### src/rtl/ppu_out_defines.svh
// Fixed 8-bit RGB format and 2-stage PAL synchronizer; the range pipeline depth is not tunable
`ifndef PPU_OUT_DEFINES_SVH
`define PPU_OUT_DEFINES_SVH

// ============================================================
// Pixel format
// ============================================================

// Bits per colour channel
`define PPU_COLOR_W 8

// Limited range is 16..235, so 220 steps over a 256 scale
`define PPU_LIM_COEFF 8'd220
`define PPU_LIM_OFFSET 8'd16

// ============================================================
// Latencies
// ============================================================

// Flops on the asynchronous PAL flag before decode
`define PPU_SYNC_STAGES 2

// Pixel latency from pix_i to the output ports
`define PPU_PIPE_DEPTH 3

`endif

### src/rtl/ppu_out_pkg.sv
// Type widths follow the 8-bit format in the defines header; cfg word is assumed quasi-static
`default_nettype none

`include "ppu_out_defines.svh"

package ppu_out_pkg;

  // Requested output target
  typedef enum logic [2:0] {
    RES_240P  = 3'd0,
    RES_288P  = 3'd1,
    RES_480P  = 3'd2,
    RES_576P  = 3'd3,
    RES_720P  = 3'd4,
    RES_960P  = 3'd5,
    RES_1080P = 3'd6,
    RES_1200P = 3'd7
  } target_res_e;

  // Resolved output mode, 60 Hz modes first
  typedef enum logic [3:0] {
    VM_240P60  = 4'd0,
    VM_480P60  = 4'd1,
    VM_VGAP60  = 4'd2,
    VM_720P60  = 4'd3,
    VM_960P60  = 4'd4,
    VM_1080P60 = 4'd5,
    VM_1200P60 = 4'd6,
    VM_288P50  = 4'd7,
    VM_576P50  = 4'd8,
    VM_720P50  = 4'd9,
    VM_960P50  = 4'd10,
    VM_1080P50 = 4'd11,
    VM_1200P50 = 4'd12
  } vmode_e;

  typedef struct packed {
    target_res_e target_res;
    logic        use_vga;
    logic        force60;
    logic        force50;
    logic        llm;
    logic        limited_rgb;
  } ppu_cfg_t;

  typedef struct packed {
    logic [`PPU_COLOR_W-1:0] red;
    logic [`PPU_COLOR_W-1:0] green;
    logic [`PPU_COLOR_W-1:0] blue;
  } rgb_t;

  // Syncs on the input side are always active high
  typedef struct packed {
    logic vsync;
    logic hsync;
    logic de;
    rgb_t color;
  } pix_t;

  typedef struct packed {
    vmode_e vmode;
    logic   vsync_act_high;
    logic   hsync_act_high;
    logic   limited_rgb;
  } out_cfg_t;

endpackage

`default_nettype wire

### src/rtl/ppu_cfg_decode.sv
// palmode_i may be asynchronous to VCLK_Tx; cfg_i must be held stable while in use
`default_nettype none
`timescale 1ns/1ns

`include "ppu_out_defines.svh"

module ppu_cfg_decode
  import ppu_out_pkg::*;
(
  input  logic     VCLK_Tx,
  input  logic     nVRST_Tx,
  input  ppu_cfg_t cfg_i,
  input  logic     palmode_i,
  output out_cfg_t out_cfg_o
);

  logic [`PPU_SYNC_STAGES-1:0] pal_sync;
  logic                        pal_synced;
  vmode_e                      vmode_ntsc;
  vmode_e                      vmode_pal;
  vmode_e                      vmode_sel;
  logic                        force60_ok;
  logic                        force50_ok;
  logic                        sync_high;

  // ============================================================
  // PAL flag synchronizer
  // ============================================================

  always_ff @(posedge VCLK_Tx or negedge nVRST_Tx) begin
    if (!nVRST_Tx) begin
      pal_sync <= '0;
    end else begin
      pal_sync <= {pal_sync[`PPU_SYNC_STAGES-2:0], palmode_i};
    end
  end

  assign pal_synced = pal_sync[`PPU_SYNC_STAGES-1];

  // ============================================================
  // Mode mapping per side
  // ============================================================

  always_comb begin
    case (cfg_i.target_res)
      RES_240P, RES_288P: vmode_ntsc = VM_240P60;
      RES_480P, RES_576P: vmode_ntsc = cfg_i.use_vga ? VM_VGAP60 : VM_480P60;
      RES_720P:           vmode_ntsc = VM_720P60;
      RES_960P:           vmode_ntsc = VM_960P60;
      RES_1080P:          vmode_ntsc = VM_1080P60;
      RES_1200P:          vmode_ntsc = VM_1200P60;
      default:            vmode_ntsc = VM_480P60;
    endcase
  end

  // No VGA flavour on the 50 Hz side
  always_comb begin
    case (cfg_i.target_res)
      RES_240P, RES_288P: vmode_pal = VM_288P50;
      RES_480P, RES_576P: vmode_pal = VM_576P50;
      RES_720P:           vmode_pal = VM_720P50;
      RES_960P:           vmode_pal = VM_960P50;
      RES_1080P:          vmode_pal = VM_1080P50;
      RES_1200P:          vmode_pal = VM_1200P50;
      default:            vmode_pal = VM_576P50;
    endcase
  end

  // Forcing is blocked in LLM and for the opposite fixed low-res target
  assign force60_ok = cfg_i.force60 && !cfg_i.llm && (cfg_i.target_res != RES_288P);
  assign force50_ok = cfg_i.force50 && !cfg_i.llm && (cfg_i.target_res != RES_240P);

  always_comb begin
    if (force60_ok) begin
      vmode_sel = vmode_ntsc;
    end else if (force50_ok) begin
      vmode_sel = vmode_pal;
    end else begin
      vmode_sel = pal_synced ? vmode_pal : vmode_ntsc;
    end
  end

  // HD modes use positive syncs
  always_comb begin
    case (vmode_sel)
      VM_720P60, VM_960P60, VM_1080P60, VM_1200P60,
      VM_720P50, VM_960P50, VM_1080P50, VM_1200P50: sync_high = 1'b1;
      default:                                      sync_high = 1'b0;
    endcase
  end

  // ============================================================
  // Decode register
  // ============================================================

  always_ff @(posedge VCLK_Tx or negedge nVRST_Tx) begin
    if (!nVRST_Tx) begin
      out_cfg_o.vmode          <= VM_480P60;
      out_cfg_o.vsync_act_high <= 1'b0;
      out_cfg_o.hsync_act_high <= 1'b0;
      out_cfg_o.limited_rgb    <= 1'b0;
    end else begin
      out_cfg_o.vmode          <= vmode_sel;
      out_cfg_o.vsync_act_high <= sync_high;
      out_cfg_o.hsync_act_high <= sync_high;
      out_cfg_o.limited_rgb    <= cfg_i.limited_rgb;
    end
  end

endmodule

`default_nettype wire

### src/rtl/ppu_range_out.sv
// Fixed 3-cycle latency, no stall; range and sync polarity follow out_cfg_i at the last stage
`default_nettype none
`timescale 1ns/1ns

`include "ppu_out_defines.svh"

module ppu_range_out
  import ppu_out_pkg::*;
(
  input  logic     VCLK_Tx,
  input  logic     nVRST_Tx,
  input  pix_t     pix_i,
  input  out_cfg_t out_cfg_i,
  output logic     vsync_o,
  output logic     hsync_o,
  output logic     de_o,
  output rgb_t     vd_o
);

  // Channel 2 is red, 0 is blue, as in rgb_t
  logic [2:0][`PPU_COLOR_W-1:0]   chan_in;
  logic [2:0][2*`PPU_COLOR_W-1:0] prod;
  logic [2:0][`PPU_COLOR_W:0]     lim_s1;
  logic [2:0][`PPU_COLOR_W-1:0]   lim_s2;
  logic [2:0][`PPU_COLOR_W-1:0]   lim_off;
  rgb_t                           full_s1;
  rgb_t                           full_s2;

  // {vsync, hsync, de} ahead of the output register
  logic [`PPU_PIPE_DEPTH-2:0][2:0] ctrl_dly;
  logic [2:0]                      ctrl_last;

  assign chan_in = pix_i.color;

  // ============================================================
  // Colour path
  // ============================================================

  always_comb begin
    for (int i = 0; i < 3; i++) begin
      prod[i]    = chan_in[i] * `PPU_LIM_COEFF;
      lim_off[i] = lim_s2[i] + `PPU_LIM_OFFSET;
    end
  end

  // Stage 1 keeps product / 128, stage 2 halves it with round half up
  always_ff @(posedge VCLK_Tx) begin
    for (int i = 0; i < 3; i++) begin
      lim_s1[i] <= prod[i][2*`PPU_COLOR_W-1:`PPU_COLOR_W-1];
      lim_s2[i] <= lim_s1[i][`PPU_COLOR_W:1] + `PPU_COLOR_W'(lim_s1[i][0]);
    end
    full_s1 <= pix_i.color;
    full_s2 <= full_s1;
  end

  // ============================================================
  // Control path
  // ============================================================

  always_ff @(posedge VCLK_Tx or negedge nVRST_Tx) begin
    if (!nVRST_Tx) begin
      ctrl_dly <= '0;
    end else begin
      ctrl_dly[0] <= {pix_i.vsync, pix_i.hsync, pix_i.de};
      for (int k = 1; k < `PPU_PIPE_DEPTH-1; k++) begin
        ctrl_dly[k] <= ctrl_dly[k-1];
      end
    end
  end

  assign ctrl_last = ctrl_dly[`PPU_PIPE_DEPTH-2];

  // ============================================================
  // Output register
  // ============================================================

  // Reset polarity is active low, so idle syncs sit high
  always_ff @(posedge VCLK_Tx or negedge nVRST_Tx) begin
    if (!nVRST_Tx) begin
      vsync_o <= 1'b1;
      hsync_o <= 1'b1;
      de_o    <= 1'b0;
      vd_o    <= '0;
    end else begin
      vsync_o <= out_cfg_i.vsync_act_high ? ctrl_last[2] : ~ctrl_last[2];
      hsync_o <= out_cfg_i.hsync_act_high ? ctrl_last[1] : ~ctrl_last[1];
      de_o    <= ctrl_last[0];
      if (out_cfg_i.limited_rgb) begin
        vd_o <= rgb_t'(lim_off);
      end else begin
        vd_o <= full_s2;
      end
    end
  end

endmodule

`default_nettype wire

### src/rtl/ppu_out_top.sv
// Single VCLK_Tx domain; pixels take 3 cycles, a new cfg settles within 3 cycles
`default_nettype none
`timescale 1ns/1ns

module ppu_out_top
  import ppu_out_pkg::*;
(
  input  logic     VCLK_Tx,
  input  logic     nVRST_Tx,
  input  ppu_cfg_t cfg_i,
  input  logic     palmode_i,
  input  pix_t     pix_i,
  output vmode_e   vmode_o,
  output logic     vsync_o,
  output logic     hsync_o,
  output logic     de_o,
  output rgb_t     vd_o
);

  // Decoded mode, polarities and range flag
  out_cfg_t out_cfg;

  // ============================================================
  // Mode decode
  // ============================================================

  ppu_cfg_decode u_cfg_decode (
    .VCLK_Tx   (VCLK_Tx),
    .nVRST_Tx  (nVRST_Tx),
    .cfg_i     (cfg_i),
    .palmode_i (palmode_i),
    .out_cfg_o (out_cfg)
  );

  // ============================================================
  // Pixel output pipeline
  // ============================================================

  ppu_range_out u_range_out (
    .VCLK_Tx   (VCLK_Tx),
    .nVRST_Tx  (nVRST_Tx),
    .pix_i     (pix_i),
    .out_cfg_i (out_cfg),
    .vsync_o   (vsync_o),
    .hsync_o   (hsync_o),
    .de_o      (de_o),
    .vd_o      (vd_o)
  );

  // Mode goes out for the HDMI transmitter setup
  assign vmode_o = out_cfg.vmode;

endmodule

`default_nettype wire

### config.mk
export PLATFORM = sky130hd
export DESIGN_NAME = ppu_out_top
export DESIGN_NICKNAME = d
export VERILOG_FILES = /design/src/rtl/ppu_out_pkg.sv /design/src/rtl/ppu_cfg_decode.sv /design/src/rtl/ppu_range_out.sv /design/src/rtl/ppu_out_top.sv
export VERILOG_INCLUDE_DIRS = /design/src /design/src/rtl
export SDC_FILE = /design/constraint.sdc
export NUM_CORES = 1
export LEC_CHECK = 0
export BUFFER_PORTS_ARGS = -buffer_cell sky130_fd_sc_hd__buf_2
export CAP_MARGIN = 20
export CORE_AREA = 2 2 117 119
export CTS_BUF_LIST = sky130_fd_sc_hd__clkbuf_4 sky130_fd_sc_hd__clkbuf_8 sky130_fd_sc_hd__clkbuf_16
export DETAILED_ROUTE_END_ITERATION = 10
export DIE_AREA = 0 0 119 121
export PLACE_DENSITY = 0.85
export SLEW_MARGIN = 20
export SYNTH_ARGS = -nofsm -noshare
export SYNTH_HDL_FRONTEND = slang
export SYNTH_SLANG_ARGS = --single-unit
### constraint.sdc
create_clock -name VCLK_Tx -period 1.41 [get_ports VCLK_Tx]
set_clock_uncertainty 0.2 [all_clocks]
set_input_delay 0.0705 -clock VCLK_Tx [delete_from_list [all_inputs] [get_ports VCLK_Tx]]
set_output_delay 0.0705 -clock VCLK_Tx [all_outputs]
set_load 0.02 [all_outputs]
# Word-level counts from Yosys, hierarchy flattened
# Memories as Yosys holds them, arrays and structs flattened. A register that Yosys moved wholly into a read port is not among the register bits.
# Cells that the tools add are included.
[totals]
reg_bits = 139
rom_bits = 48
inputBits = 38
wordCells = 62
n_memories = 2
[op_classes]
n_addsub = 6
mul = 3
n_eq_ne = 8
n_mux = 8
bitwise_logic = 2
reduce_logical = 10
[memory_table]
columns = ["name", "depth", "width", "rd", "rd_ports_with_merged_regs", "write_ports", "line_no", "text"]
rows = [
  ["(no name shown)", 8, 4, 1, 0, 0, "ppu_cfg_decode.sv:58", "case (cfg_i.target_res)"],
  ["(no name shown)", 16, 1, 1, 1, 0, "ppu_cfg_decode.sv:85", "case (vmode_sel)"],
]
[op_table]
columns = ["cell", "n"]
rows = [
  ["8-bit by 6-bit multiplier with 14-bit output (second input constant)", 3],
  ["8-bit by 1-bit adder with 8-bit output", 3],
  ["8-bit by 5-bit adder with 8-bit output (second input constant)", 3],
  ["24-bit two-way mux", 1],
  ["4-bit case mux with 6 select lines", 1],
  ["3-bit == test (second input constant)", 4],
  ["4-bit two-way mux", 3],
  ["3-bit by 2-bit == test with 1-bit output (second input constant)", 2],
  ["1-bit logical AND", 4],
  ["2-bit OR reduction", 2],
  ["3-bit by 1-bit == test with 1-bit output (second input constant)", 1],
  ["3-bit zero test", 1],
  ["3-bit by 1-bit inequality test with 1-bit output (second input constant)", 1],
  ["3-bit nonzero test", 1],
  ["1-bit zero test", 2],
  ["1-bit two-way mux", 2],
  ["2-bit two-way mux", 1],
  ["1-bit inverter", 2],
]

# Logic depth before layout (Yosys ltp)
[logic_depth]
depth_word = 6
depth_mapped = 13
mapped_depth_nobuf = 13

# By module
# Synthesis repeated with hierarchy kept, for this count alone.
[unflattened]
hier_cells = 605
hier_area_um2 = 7010.5
[by_module_without_submodules]
columns = ["mod", "n_inst", "cells_each", "area_each_um2", "seq_area_each_um2"]
rows = [
  ["ppu_range_out", 1, 560, 6552.5, 2810.2],
  ["ppu_cfg_decode", 1, 45, 457.9, 201.4],
]

# Worst setup path after synthesis
# OpenSTA, ideal clock, no wires.
[synth_path]
kind = "input to register"
from = "in pix_i[20] (netlist bit)"
to = "reg u_range_out.lim_s1[26] (netlist bit)"
arrival_time_ps = 2971
setup_slack_ps = -1833
stages = 11
cell_sequence = "fa_1 fa_1 inv_1 fa_1 inv_1 ha_1 or3_1 o2111a_2 a211o_2 a21oi_2 xnor2_1"
[synth_lines]
columns = ["item", "line_no", "text"]
rows = [
  ["from (decl)", "ppu_out_top.sv:12", "input pix_t pix_i,"],
  ["to (signal, indexed assignment)", "ppu_range_out.sv:49", "lim_s1[i] <= prod[i][2*`PPU_COLOR_W-1:`PPU_COLOR_W-1];"],
  ["to (decl)", "ppu_range_out.sv:23", "logic [2:0][`PPU_COLOR_W:0] lim_s1;"],
]

==> impl_results.md <==
- Status: finished, violations left
- Failing checks: negative setup slack
- Synth cell types: 44
- Crit path to: u_range_out.lim_s1[26]
- Final hold viol count: 0
- Root Buffer: clkbuf_16
- FF+latch count, synth: 140
- Type of the worst min-delay path: in -> reg
- Num CTS Buffers: 17
- Asr flop ratio synth: 29.29%
- Core area: 13,090 µm²
- Diode count: 0
- Total Die Area: 14,400 µm²
- Final Max Tran Viols: 0
- Critical path required time: 1550 ps
- Worst vdd ir: 1.192 mV
- Vias per cell: 5.037
- Die width: 119 µm
- PnR worst setup slack: -1645 ps
- Unrepaired setup endpoints after global routing: yes
- Layout cells sized above 1: 40.95%
- Top Metal Used: met4
- Post-synth net total: 770
- Final Instance Count excl. Fillers: 1,016
- Vias in the first global route: 5,662
- Gpl congestion: 0.9083
- Dominant cells by area after synthesis: dfxtp_1, ha_1, dfrtp_1
- Sequential share of the synthesized area: 43.28%
- Clock buffer depth: 2
- Crit. End Element: flip-flop
- Syn Area/Cell: 11.73 µm²
- HP Start: cfg_i[3]
- Clk sinks: 140
- Area occupied by multi-input gates: 4150 µm²
- WL met1: 6310 µm
- Routed wire length: 17,050 µm
- Synth Flop Type: dfxtp_1
- DP HPWL: 10,210 µm
- First-pass GRT wire length: 26,070 µm
- Clk pin slew, worst setup/hold paths: 60 ps
- All-layer global routing usage: 23.31%
- Chip height: 121 µm
- Final setup violating endpoints: 29
- Largest net degree at the start of global routing: 42
- Initial DRC Count: 211
- # Max-Cap Violations: 0
- Top-area cell type share of the netlist area: 28.48%
- Via count: 5,118
- EDFF count, synth: 0
- Slew @ Worst Pin: 340.2 ps
- Register area: 3018 µm²
- Clk_lat worst skew: 420 ps
- Pwr dens: 1804 nW/µm²
- Crit path launch: pix_i[20]
- Placed Instances: 936
- Met2 wire len: 9484 µm
- Area growth syn-to-layout: 45.84%
- Critical Path AT: 3200 ps
- Routed wl met3: 541 µm
- Total Power: 18.30 mW
- Fmax: 327.3 MHz
- Rel. slew slack: 77.13%
- Worst r2r dst: u_range_out.lim_s2[15]
- FF-to-FF path depth: 5
- Post-layout util: 77.55%
- Crit path kind: in -> reg
- Mapped Area: 6958 µm²
- Antenna Violating Nets Remaining: 0
- Initial antenna violation count: 0
- Yosys Warn Count: 0
- Period utilization: 216.7%
- Cell taking the most area after synthesis: dfxtp_1
- Row count: 42
- Mapped Cells: 593
- Peak fanout along the critical path: 5
- Leakage power: 4.883 nW
- Io pins: 69
- Crit start category: input pin
- Filler cell count: 679
- Pre-antenna DRT Iters: 4
- Minimum clock period: 3055 ps
- Remaining global-route overflow: 0
- TritonCTS clock tree: yes
- Routed WL per cell: 16.78 µm
- Starting Density: 53.17%
- Nets: 1,004
- Port Buffer Count: 68
- Reg2reg start: u_range_out.lim_s1[9]
- CTS H-Tree Depth: 4
- Post-route DRC violation count: 0
- Flop2flop setup slack: -10 ps
## cell type report
| type | instances | share of cell area [%] |
|---|---|---|
| tap | 176 | 2.170 |
| multi-input combinational | 343 | 40.90 |
| clock inverter | 14 | 1.430 |
| inverter | 102 | 3.909 |
| timing repair buffer | 223 | 17.52 |
| clock buffer | 18 | 4.328 |
| sequential | 140 | 29.74 |
## synth_stat cells (6+ instances only)
library cell,n
a21oi_1,20
dfrtp_1,38
dfxtp_1,99
fa_1,45
ha_1,94
inv_1,102
mux2_2,16
nand2_1,8
nand3_1,9
nor2_1,23
nor3_1,6
o21a_1,9
o21ai_0,7
o22ai_1,6
xnor2_1,31
xor2_1,20
## through the flow
step	area [µm²]	worst slack [ps]	setup TNS [ps]	hold slack (ps)
after floorplan	7104	-1825	-38030	-425.1
after global placement	8461	-2002	-45250	-145.2
after detailed placement	8461	-2072	-47810	-136.4
after CTS	9834	-1559	-33240	24.31
after global routing	10150	-1679	-36650	8.654
final	10150	-1645	-35010	10.61
## flip-flops by register name, summed over array words and instances, names as in the netlist
name / cells
u_range_out.lim_s1: 27
u_range_out.ctrl_dly: 3
u_range_out.de_o: 1
u_range_out.full_s1: 24
u_cfg_decode.pal_sync: 2
u_range_out.full_s2: 24
u_range_out.vd_o: 24
u_range_out.lim_s2: 24
u_cfg_decode.out_cfg_o: 6
u_range_out.ctrl_last: 3
u_range_out.hsync_o: 1
u_range_out.vsync_o: 1
## worst min path at each step
| stage | end | slack [ps] | cells after the start |
|---|---|---|---|
| after floorplan | u_cfg_decode.out_cfg_o[0] | -430 | 0 |
| after detailed placement | u_range_out.vd_o[18] | -140 | 2 |
| after global routing | u_cfg_decode.out_cfg_o[5] | 9 | 5 |
| final | u_cfg_decode.out_cfg_o[5] | 10 | 5 |
| after global placement | u_range_out.vd_o[19] | -150 | 2 |
| after CTS | u_cfg_decode.out_cfg_o[5] | 20 | 4 |
## layout by cell type, fill, tap and decap left out, types with 4 or more instances in the layout
master and instances:
buf_4 104, ha_4 25, clkinv_2 5, dfxtp_1 94, xor2_1 20, buf_12 4, dfxtp_2 5, nor2_1 16
clkinvlp_4 4, clkbuf_16 17, nand2_1 8, xnor2_1 28, buf_8 4, o21a_1 7, a21oi_1 11, ha_1 69
inv_2 14, dfrtp_1 38, inv_1 85, fa_1 45, a21oi_2 8, buf_2 56, nor2_2 5, mux2_2 16
dlygate4sd3_1 35, buf_6 19, o21ai_0 4, nand3_1 9
## timing repair
item                                    in CTS  in global routing
hold buffers                                36                  0
pin swaps                                   52                 45
setup buffers                               10                 12
hold endpoints to repair                    75                  0
endpoints found under the setup margin      35                 38
resized for setup                           87                 52
## cell families (layout without fill, tap and decap cells)
logic type / Yosys count / in the layout / synth area share, %
and+or+nand+nor: 72 / 72 / 5.449
muxes: 19 / 19 / 3.021
xor gates and xnor gates: 51 / 51 / 6.420
DFF: 140 / 140 / 43.28
adders and majority gates: 139 / 139 / 29.85
buffers and inverters: 110 / 357 / 6.150
AOI/OAI and AO/OA: 62 / 62 / 5.826
## routing by layer
layer  global-route usage (%)  vias to the layer above
li1                         -                     2407
met2                    45.65                      151
met5                        0                        -
met4                    13.24                        0
met1                    23.16                     2502
met3                    3.665                       58
## report_power, final
part           internal, mW  total (mW)  switching [mW]
Clock                  2.65        4.36            1.71
Combinational          4.21        8.07            3.86
Sequential             5.17        5.88           0.702
Total                  12.0        18.3            6.27
## worst max-delay path, cell delays in order
cell and delay (ps):
buf_8 100, buf_4 150, fa_1 450, ha_1 330, fa_1 480, ha_1 370
or3_1 410, o2111a_2 200, a211o_4 340, a21oi_2 160, xnor2_1 130
Power figures use the tool's default switching activity.
